**src/common/line_dump_params.svh**
```systemverilog
`ifndef LINE_DUMP_PARAMS_SVH
`define LINE_DUMP_PARAMS_SVH

// bytes per cache line, which gives 128-bit lines
`define LINE_BYTES 16

// line address width, so the store holds 16 lines
`define ADDR_BITS 4

// entries in each stream_buffer
`define BUF_DEPTH 4

// clocks per UART bit, also the uart_tx default
`define CLKS_PER_BIT 8

`endif

```
**src/common/line_dump_pkg.sv**
```systemverilog
`include "line_dump_params.svh"

package line_dump_pkg;

	typedef logic [7:0] byte_t;

	// byte 0 of a line sits in the low bits
	typedef logic [`LINE_BYTES-1:0][7:0] line_t;

	typedef struct packed {
		logic                  write;
		logic [`ADDR_BITS-1:0] addr;
		line_t                 data;
	} mem_req_t;

	// write flag comes back from the store so the control knows what finished
	typedef struct packed {
		logic  write;
		line_t data;
	} mem_rsp_t;

endpackage

```
**src/design/stream_buffer.sv**
```systemverilog
`timescale 1ns/1ps
`include "line_dump_params.svh"

module stream_buffer import line_dump_pkg::*; #(
	parameter type payload_t = byte_t
) (
	input  logic     clk,
	input  logic     rst,
	input  logic     in_valid,
	output logic     in_ready,
	input  payload_t in_data,
	output logic     out_valid,
	input  logic     out_ready,
	output payload_t out_data
);

	localparam int PTR_W = $clog2(`BUF_DEPTH);
	localparam int CNT_W = $clog2(`BUF_DEPTH + 1);

	payload_t mem [`BUF_DEPTH];
	logic [PTR_W-1:0] wr_ptr;
	logic [PTR_W-1:0] rd_ptr;
	logic [CNT_W-1:0] count;
	logic push;
	logic pop;

	assign in_ready = (count != CNT_W'(`BUF_DEPTH));
	assign out_valid = (count != '0);
	assign out_data = mem[rd_ptr];

	assign push = in_valid && in_ready;
	assign pop = out_valid && out_ready;

	always_ff @(posedge clk) begin
		if (push) begin
			mem[wr_ptr] <= in_data;
		end
	end

	always_ff @(posedge clk) begin
		if (rst) begin
			wr_ptr <= '0;
			rd_ptr <= '0;
			count <= '0;
		end else begin
			if (push) begin
				wr_ptr <= (wr_ptr == PTR_W'(`BUF_DEPTH - 1)) ? '0 : wr_ptr + 1'b1;
			end
			if (pop) begin
				rd_ptr <= (rd_ptr == PTR_W'(`BUF_DEPTH - 1)) ? '0 : rd_ptr + 1'b1;
			end
			if (push && !pop) begin
				count <= count + 1'b1;
			end else if (pop && !push) begin
				count <= count - 1'b1;
			end
		end
	end

endmodule

```
**src/design/uart_tx.sv**
```systemverilog
`timescale 1ns/1ps
`include "line_dump_params.svh"

module uart_tx import line_dump_pkg::*; #(
	parameter int CLKS_PER_BIT = `CLKS_PER_BIT
) (
	input  logic  clk,
	input  logic  rst,
	input  logic  byte_valid,
	output logic  byte_ready,
	input  byte_t byte_in,
	output logic  tx
);

	localparam int CNT_W = (CLKS_PER_BIT > 1) ? $clog2(CLKS_PER_BIT) : 1;

	typedef enum logic [1:0] {
		TX_IDLE,
		TX_START,
		TX_DATA,
		TX_STOP
	} tx_state_t;

	tx_state_t state;
	logic [CNT_W-1:0] bit_cnt;
	logic [2:0] bit_idx;
	byte_t shift;
	logic bit_end;

	assign bit_end = (bit_cnt == CNT_W'(CLKS_PER_BIT - 1));
	assign byte_ready = (state == TX_IDLE);

	// line idles high, start bit low, data lsb first, stop bit high
	always_comb begin
		case (state)
			TX_START: tx = 1'b0;
			TX_DATA: tx = shift[0];
			default: tx = 1'b1;
		endcase
	end

	always_ff @(posedge clk) begin
		if (byte_valid && byte_ready) begin
			shift <= byte_in;
		end else if (state == TX_DATA && bit_end) begin
			shift <= shift >> 1;
		end
	end

	always_ff @(posedge clk) begin
		if (rst) begin
			state <= TX_IDLE;
			bit_cnt <= '0;
			bit_idx <= '0;
		end else begin
			if (state == TX_IDLE || bit_end) begin
				bit_cnt <= '0;
			end else begin
				bit_cnt <= bit_cnt + 1'b1;
			end
			case (state)
				TX_IDLE: if (byte_valid) state <= TX_START;
				TX_START: begin
					if (bit_end) begin
						state <= TX_DATA;
						bit_idx <= '0;
					end
				end
				TX_DATA: begin
					if (bit_end) begin
						if (bit_idx == 3'd7) state <= TX_STOP;
						else bit_idx <= bit_idx + 3'd1;
					end
				end
				TX_STOP: if (bit_end) state <= TX_IDLE;
				default: state <= TX_IDLE;
			endcase
		end
	end

endmodule

```
**src/line_ctrl/line_ctrl.sv**
```systemverilog
`timescale 1ns/1ps
`include "line_dump_params.svh"

module line_ctrl import line_dump_pkg::*; (
	input  logic                  clk,
	input  logic                  rst,
	input  logic                  write_req,
	input  logic                  read_req,
	input  logic [`ADDR_BITS-1:0] line_addr,
	output logic                  busy,
	output logic                  req_valid,
	input  logic                  req_ready,
	output mem_req_t              req,
	input  logic                  rsp_valid,
	output logic                  rsp_ready,
	input  mem_rsp_t              rsp,
	output logic                  line_valid,
	input  logic                  line_ready,
	output line_t                 line,
	input  logic                  line_done
);

	typedef enum logic [1:0] {
		S_IDLE,
		S_REQ,
		S_WAIT_RSP,
		S_WAIT_DUMP
	} state_t;

	state_t state;
	logic is_write;
	logic [`ADDR_BITS-1:0] addr_q;
	line_t fill_line;
	logic accept;

	assign accept = (state == S_IDLE) && (write_req || read_req);

	// byte k of a written line is the address xor k
	always_comb begin
		for (int k = 0; k < `LINE_BYTES; k++) begin
			fill_line[k] = 8'(addr_q) ^ 8'(k);
		end
	end

	// write wins when both pulses arrive together
	always_ff @(posedge clk) begin
		if (accept) begin
			is_write <= write_req;
			addr_q <= line_addr;
		end
	end

	always_ff @(posedge clk) begin
		if (rst) begin
			state <= S_IDLE;
		end else begin
			case (state)
				S_IDLE: if (accept) state <= S_REQ;
				S_REQ: if (req_ready) state <= S_WAIT_RSP;
				S_WAIT_RSP: begin
					if (rsp_valid && rsp_ready) begin
						state <= rsp.write ? S_IDLE : S_WAIT_DUMP;
					end
				end
				S_WAIT_DUMP: if (line_done) state <= S_IDLE;
				default: state <= S_IDLE;
			endcase
		end
	end

	assign busy = (state != S_IDLE);

	assign req_valid = (state == S_REQ);
	assign req.write = is_write;
	assign req.addr = addr_q;
	assign req.data = is_write ? fill_line : '0;

	// read lines go straight on to the serializer, the store holds them steady
	assign line_valid = (state == S_WAIT_RSP) && rsp_valid && !rsp.write;
	assign line = rsp.data;
	assign rsp_ready = (state == S_WAIT_RSP) && (rsp.write || line_ready);

endmodule

```
**src/line_store/line_store.sv**
```systemverilog
`timescale 1ns/1ps
`include "line_dump_params.svh"

module line_store import line_dump_pkg::*; (
	input  logic     clk,
	input  logic     rst,
	input  logic     req_valid,
	output logic     req_ready,
	input  mem_req_t req,
	output logic     rsp_valid,
	input  logic     rsp_ready,
	output mem_rsp_t rsp
);

	localparam int LINES = 1 << `ADDR_BITS;

	line_t mem [LINES];
	logic [7:0] lfsr;
	logic pending;
	logic [1:0] wait_cnt;
	logic rsp_write_q;
	line_t rsp_line_q;

	// one request in flight until its response has gone out
	assign req_ready = !pending;

	assign rsp.write = rsp_write_q;
	assign rsp.data = rsp_line_q;

	always_ff @(posedge clk) begin
		if (rst) begin
			lfsr <= 8'hb5;
			pending <= 1'b0;
			rsp_valid <= 1'b0;
			wait_cnt <= '0;
			for (int i = 0; i < LINES; i++) begin
				mem[i] <= '0;
			end
		end else begin
			lfsr <= {lfsr[6:0], lfsr[7] ^ lfsr[5] ^ lfsr[4] ^ lfsr[3]};
			if (req_valid && req_ready) begin
				pending <= 1'b1;
				// low lfsr bits give a 1 to 4 cycle wait, like a DRAM that is slow to answer
				wait_cnt <= lfsr[1:0];
				rsp_write_q <= req.write;
				if (req.write) begin
					mem[req.addr] <= req.data;
					rsp_line_q <= req.data;
				end else begin
					rsp_line_q <= mem[req.addr];
				end
			end else if (pending && !rsp_valid) begin
				if (wait_cnt == 2'd0) begin
					rsp_valid <= 1'b1;
				end else begin
					wait_cnt <= wait_cnt - 2'd1;
				end
			end else if (rsp_valid && rsp_ready) begin
				rsp_valid <= 1'b0;
				pending <= 1'b0;
			end
		end
	end

endmodule

```
**src/serializer/line_serializer.sv**
```systemverilog
`timescale 1ns/1ps
`include "line_dump_params.svh"

module line_serializer import line_dump_pkg::*; (
	input  logic  clk,
	input  logic  rst,
	input  logic  line_valid,
	output logic  line_ready,
	input  line_t line,
	output logic  byte_valid,
	input  logic  byte_ready,
	output byte_t byte_out,
	output logic  line_done
);

	localparam int IDX_W = $clog2(`LINE_BYTES);

	line_t line_q;
	logic [IDX_W-1:0] idx;
	logic active;
	logic last_xfer;

	assign line_ready = !active;
	assign byte_valid = active;
	assign byte_out = line_q[idx];

	assign last_xfer = active && byte_ready && (idx == IDX_W'(`LINE_BYTES - 1));

	always_ff @(posedge clk) begin
		if (line_valid && line_ready) begin
			line_q <= line;
		end
	end

	always_ff @(posedge clk) begin
		if (rst) begin
			active <= 1'b0;
			idx <= '0;
			line_done <= 1'b0;
		end else begin
			line_done <= last_xfer;
			if (line_valid && line_ready) begin
				active <= 1'b1;
				idx <= '0;
			end else if (last_xfer) begin
				active <= 1'b0;
			end else if (active && byte_ready) begin
				// stall here whenever the byte buffer is full
				idx <= idx + 1'b1;
			end
		end
	end

endmodule

```
**src/design/line_dump_top.sv**
```systemverilog
`timescale 1ns/1ps
`include "line_dump_params.svh"

module line_dump_top import line_dump_pkg::*; (
	input  logic                  clk,
	input  logic                  rst,
	input  logic                  write_req,
	input  logic                  read_req,
	input  logic [`ADDR_BITS-1:0] line_addr,
	output logic                  tx,
	output logic                  busy
);

	logic ctrl_req_valid;
	logic ctrl_req_ready;
	mem_req_t ctrl_req;
	logic store_req_valid;
	logic store_req_ready;
	mem_req_t store_req;
	logic rsp_valid;
	logic rsp_ready;
	mem_rsp_t rsp;
	logic line_valid;
	logic line_ready;
	line_t line;
	logic line_done;
	logic ser_byte_valid;
	logic ser_byte_ready;
	byte_t ser_byte;
	logic uart_byte_valid;
	logic uart_byte_ready;
	byte_t uart_byte;

	line_ctrl u_line_ctrl (
		.clk        (clk),
		.rst        (rst),
		.write_req  (write_req),
		.read_req   (read_req),
		.line_addr  (line_addr),
		.busy       (busy),
		.req_valid  (ctrl_req_valid),
		.req_ready  (ctrl_req_ready),
		.req        (ctrl_req),
		.rsp_valid  (rsp_valid),
		.rsp_ready  (rsp_ready),
		.rsp        (rsp),
		.line_valid (line_valid),
		.line_ready (line_ready),
		.line       (line),
		.line_done  (line_done)
	);

	// request buffer between the control and the line store
	stream_buffer #(.payload_t(mem_req_t)) u_req_buf (
		.clk       (clk),
		.rst       (rst),
		.in_valid  (ctrl_req_valid),
		.in_ready  (ctrl_req_ready),
		.in_data   (ctrl_req),
		.out_valid (store_req_valid),
		.out_ready (store_req_ready),
		.out_data  (store_req)
	);

	line_store u_line_store (
		.clk       (clk),
		.rst       (rst),
		.req_valid (store_req_valid),
		.req_ready (store_req_ready),
		.req       (store_req),
		.rsp_valid (rsp_valid),
		.rsp_ready (rsp_ready),
		.rsp       (rsp)
	);

	line_serializer u_line_serializer (
		.clk        (clk),
		.rst        (rst),
		.line_valid (line_valid),
		.line_ready (line_ready),
		.line       (line),
		.byte_valid (ser_byte_valid),
		.byte_ready (ser_byte_ready),
		.byte_out   (ser_byte),
		.line_done  (line_done)
	);

	// byte buffer soaks up the serializer while the UART is slow
	stream_buffer #(.payload_t(byte_t)) u_byte_buf (
		.clk       (clk),
		.rst       (rst),
		.in_valid  (ser_byte_valid),
		.in_ready  (ser_byte_ready),
		.in_data   (ser_byte),
		.out_valid (uart_byte_valid),
		.out_ready (uart_byte_ready),
		.out_data  (uart_byte)
	);

	uart_tx #(.CLKS_PER_BIT(`CLKS_PER_BIT)) u_uart_tx (
		.clk        (clk),
		.rst        (rst),
		.byte_valid (uart_byte_valid),
		.byte_ready (uart_byte_ready),
		.byte_in    (uart_byte),
		.tx         (tx)
	);

endmodule

```
**config.mk**
```make
export PLATFORM = sky130hd
export DESIGN_NAME = line_dump_top
export DESIGN_NICKNAME = d
export VERILOG_FILES = /design/src/common/line_dump_pkg.sv /design/src/design/stream_buffer.sv /design/src/design/uart_tx.sv /design/src/line_ctrl/line_ctrl.sv /design/src/line_store/line_store.sv /design/src/serializer/line_serializer.sv /design/src/design/line_dump_top.sv
export VERILOG_INCLUDE_DIRS = /design/src /design/src/common
export SDC_FILE = /design/constraint.sdc
export NUM_CORES = 1
export LEC_CHECK = 0
export BUFFER_PORTS_ARGS = -buffer_cell sky130_fd_sc_hd__buf_2
export CAP_MARGIN = 40
export CORE_MARGIN = 4
export CORE_UTILIZATION = 52
export CTS_CLUSTER_DIAMETER = 30
export DETAILED_ROUTE_END_ITERATION = 8
export GPL_TIMING_DRIVEN = 0
export PLACE_DENSITY = 0.68
export SKIP_CTS_REPAIR_TIMING = 1
export SLEW_MARGIN = 20
export SYNTH_ARGS = -nofsm -noshare
export SYNTH_HDL_FRONTEND = slang
export SYNTH_SLANG_ARGS = --single-unit
```
**constraint.sdc**
```tcl
create_clock -name clk -period 6.55 [get_ports clk]
set_input_delay 0.3275 -clock clk [delete_from_list [all_inputs] [get_ports clk]]
set_output_delay 0.3275 -clock clk [all_outputs]
set_load 0.005 [all_outputs]
```
==> run metrics <==
RSZ-0062 raised after global routing=false; FFs w/ async S/R, synth=0; sw frac=0.316; FP Rows=53; Max Root-Sink Buffers=3; die area=24400 µm²; Max-Cap Viols=0; setup tns final=0 ns; Root Buffer=clkbuf_16; Synth top area share=0.585; sequential-to-total area share from yosys stat=0.665; vias per std cell=5.59; H-Tree Depth=2; aggregate routed wire length=23.7 mm; Die X=156 µm; clk_skew=0.0217 ns; IO Pins=10; antenna violations before repair=0; post-synth cell types=48; Num CTS Buffers=47; ANT nets after route=0; Syn. warnings=0; Total Routing Usage GR=0.198; clock sink count=268; Ant. Diodes=0; drt pass-1 iters=5; DRC=0; sw power=1.97 mW; worst-skew pair later-pin latency=0.53 ns; final instance area=13500 µm²; Logic pwr share=0.269; Slew Limit Fails=0; Max VDD drop=0.000364 V; Hold Crit Start=write_req; Req. time, crit path=6.73 ns; Post-synth EDFFs=222; Netlist Area Pre-Place=11400 µm²; first-pass GRT wire length=37.4 mm; Clock power frac=0.381; DR vias=6909; final hold violations=0; CP Capture Type=flop; slew margin rel.=0.488; largest cells by area after synthesis=edfxtp_1, dfxtp_1, mux2i_1; Synth Register Bits=268; Lkg Pwr=5.18 nW; outcome=finished, final reports clean; clock-pin transition on the worst setup and hold timing paths=0.05 ns; dpl hpwl=15.5 mm; syn avg cell area=13.4 µm²; area of the core=21300 µm²; sequential power share=0.349; Worst Path Arrival=3.31 ns; internal power=4.27 mW; f_max=320 MHz; leading area contributor after synthesis=edfxtp_1; predominant post-synthesis flop cell=edfxtp_1; largest net degree at the start of global routing=14; NumNets Final=956; Filler Cell Count=1587; Worst Tran Pin Value=0.768 ns; Routed WL per cell=19.1 µm; CTS tree=built; Overflow after GRT=0; Final Cycle Share=0.477; fin crit period=3.13 ns; P&R area growth vs syn=18.1%; CP Max Fanout=10; layout cells sized above 1=0.158; CP startpoint kind=flop; Die Height=156 µm; Pwr Density=463 nW/µm²; GP Congestion=0.857; WS Path Type=flop to flop; Syn Nets=887; Layout Utilization=0.632; final setup vio count=0; Syn Inst Count=854; Initial Utilization=0.536; PortBufs=9; Worst Hold Class=input pin to flop; Tot Pwr=6.24 mW; Area after DPL=11800 µm²; initial DRC count=515; vias in the first global route=6894
[cell type report]
type	count	area (µm²)	area share
sequential	268	7590	0.564
tap	275	344	0.0256
clock inverter	32	345	0.0257
multi-input combinational	528	3570	0.265
timing repair buffer	20	135	0.0100
clock buffer	56	1230	0.0914
inverter	18	67.6	0.00502
buffer	40	186	0.0138
[metrics by stage]
stage,std cells,setup WS (ns),hold WS [ns]
final,1237,3.42,0.00552
after CTS,1231,3.38,-0.0371
after global placement,1138,3.43,0.395
after floorplan,854,4.00,0.389
after detailed placement,1143,3.43,0.403
after global routing,1237,3.23,0.00517
[sequential cells by signal, summed over array words and instances (netlist names), 3 cells and up, named ones only]
name	flops
u_byte_buf.mem	16
u_line_serializer.line_q	8
u_uart_tx.bit_idx	3
u_req_buf.count	3
u_uart_tx.shift	4
u_uart_tx.bit_cnt	3
u_line_store.lfsr	8
u_line_store.mem	128
u_req_buf.mem	52
u_line_serializer.idx	4
u_line_ctrl.addr_q	4
u_line_store.rsp	8
u_byte_buf.count	3
[layer usage]
metal / up-vias / wire (µm) / track usage
met5: - / 0 / 0
met4: 0 / 618 / 0.0621
met3: 50 / 1520 / 0.0344
met2: 221 / 11400 / 0.321
met1: 3391 / 10100 / 0.276
li1: 3247 / - / -
[power groups by stage]
stage,Clock (mW),Sequential [mW],Combinational (mW)
floorplan,0,2.18,1.14
global placement,0,2.21,1.61
detailed placement,0,2.21,1.65
CTS,2.40,2.18,1.66
global route,2.50,2.20,1.82
finish,2.38,2.18,1.68
[synthesized netlist by cell type (3+ instances only)]
library cell and count:
or2_2 10, o21ai_0 6, nor2b_1 12, nor2_1 162, mux4_2 11, o21ai_1 8, o221ai_1 8, and3_1 9
mux2i_1 89, ha_1 23, xor2_1 7, a21oi_1 32, buf_2 8, mux2_2 18, nand2_2 7, nand2b_1 3
nand3_1 6, nor3_1 11, edfxtp_1 222, clkbuf_1 24, a22oi_1 18, dfxtp_1 46, nand2_1 54, inv_1 17
buf_4 5, and2_1 7
[cells in the final DEF (no fill, tap or decap), types with 12 or more instances in the layout]
master | Yosys | layout
nor2b_1 | 12 | 12
nor2_1 | 162 | 162
edfxtp_1 | 222 | 222
clkbuf_1 | 24 | 32
a22oi_1 | 18 | 18
nand2_1 | 54 | 54
mux2i_1 | 89 | 89
clkbuf_16 | 0 | 48
mux2_2 | 18 | 18
a21oi_1 | 32 | 32
ha_1 | 23 | 23
buf_2 | 8 | 17
inv_1 | 17 | 17
dfxtp_1 | 46 | 46
[cell families after synthesis]
family | after synthesis | synth area share
compound gates | 79 | 0.0429
xor+xnor | 9 | 0.00691
fa+ha+maj | 25 | 0.0287
buf+inv | 58 | 0.0223
flops | 268 | 0.665
mux | 118 | 0.118
simple gates | 297 | 0.116
[critical path, cell delays in order (launching register included)]
cell and delay, ns:
dfxtp_1 0.40, buf_4 0.25, mux4_2 0.51, buf_4 0.21
buf_6 0.17, buf_4 0.20, nor2_1 0.30, nand2_1 0.31
nand2_1 0.42
[path summary, 6_finish.rpt]
path,endpoint,slack [ns],cells after the start
worst min register to register,u_line_serializer.line_q[121],0.41,0
worst min-delay path,u_line_ctrl.is_write,0.006,1
worst max-delay path,u_line_store.mem[6][122],3.42,8
worst max register to register,u_line_store.mem[6][122],3.42,8
No activity file was read; power rests on OpenSTA's default activity.
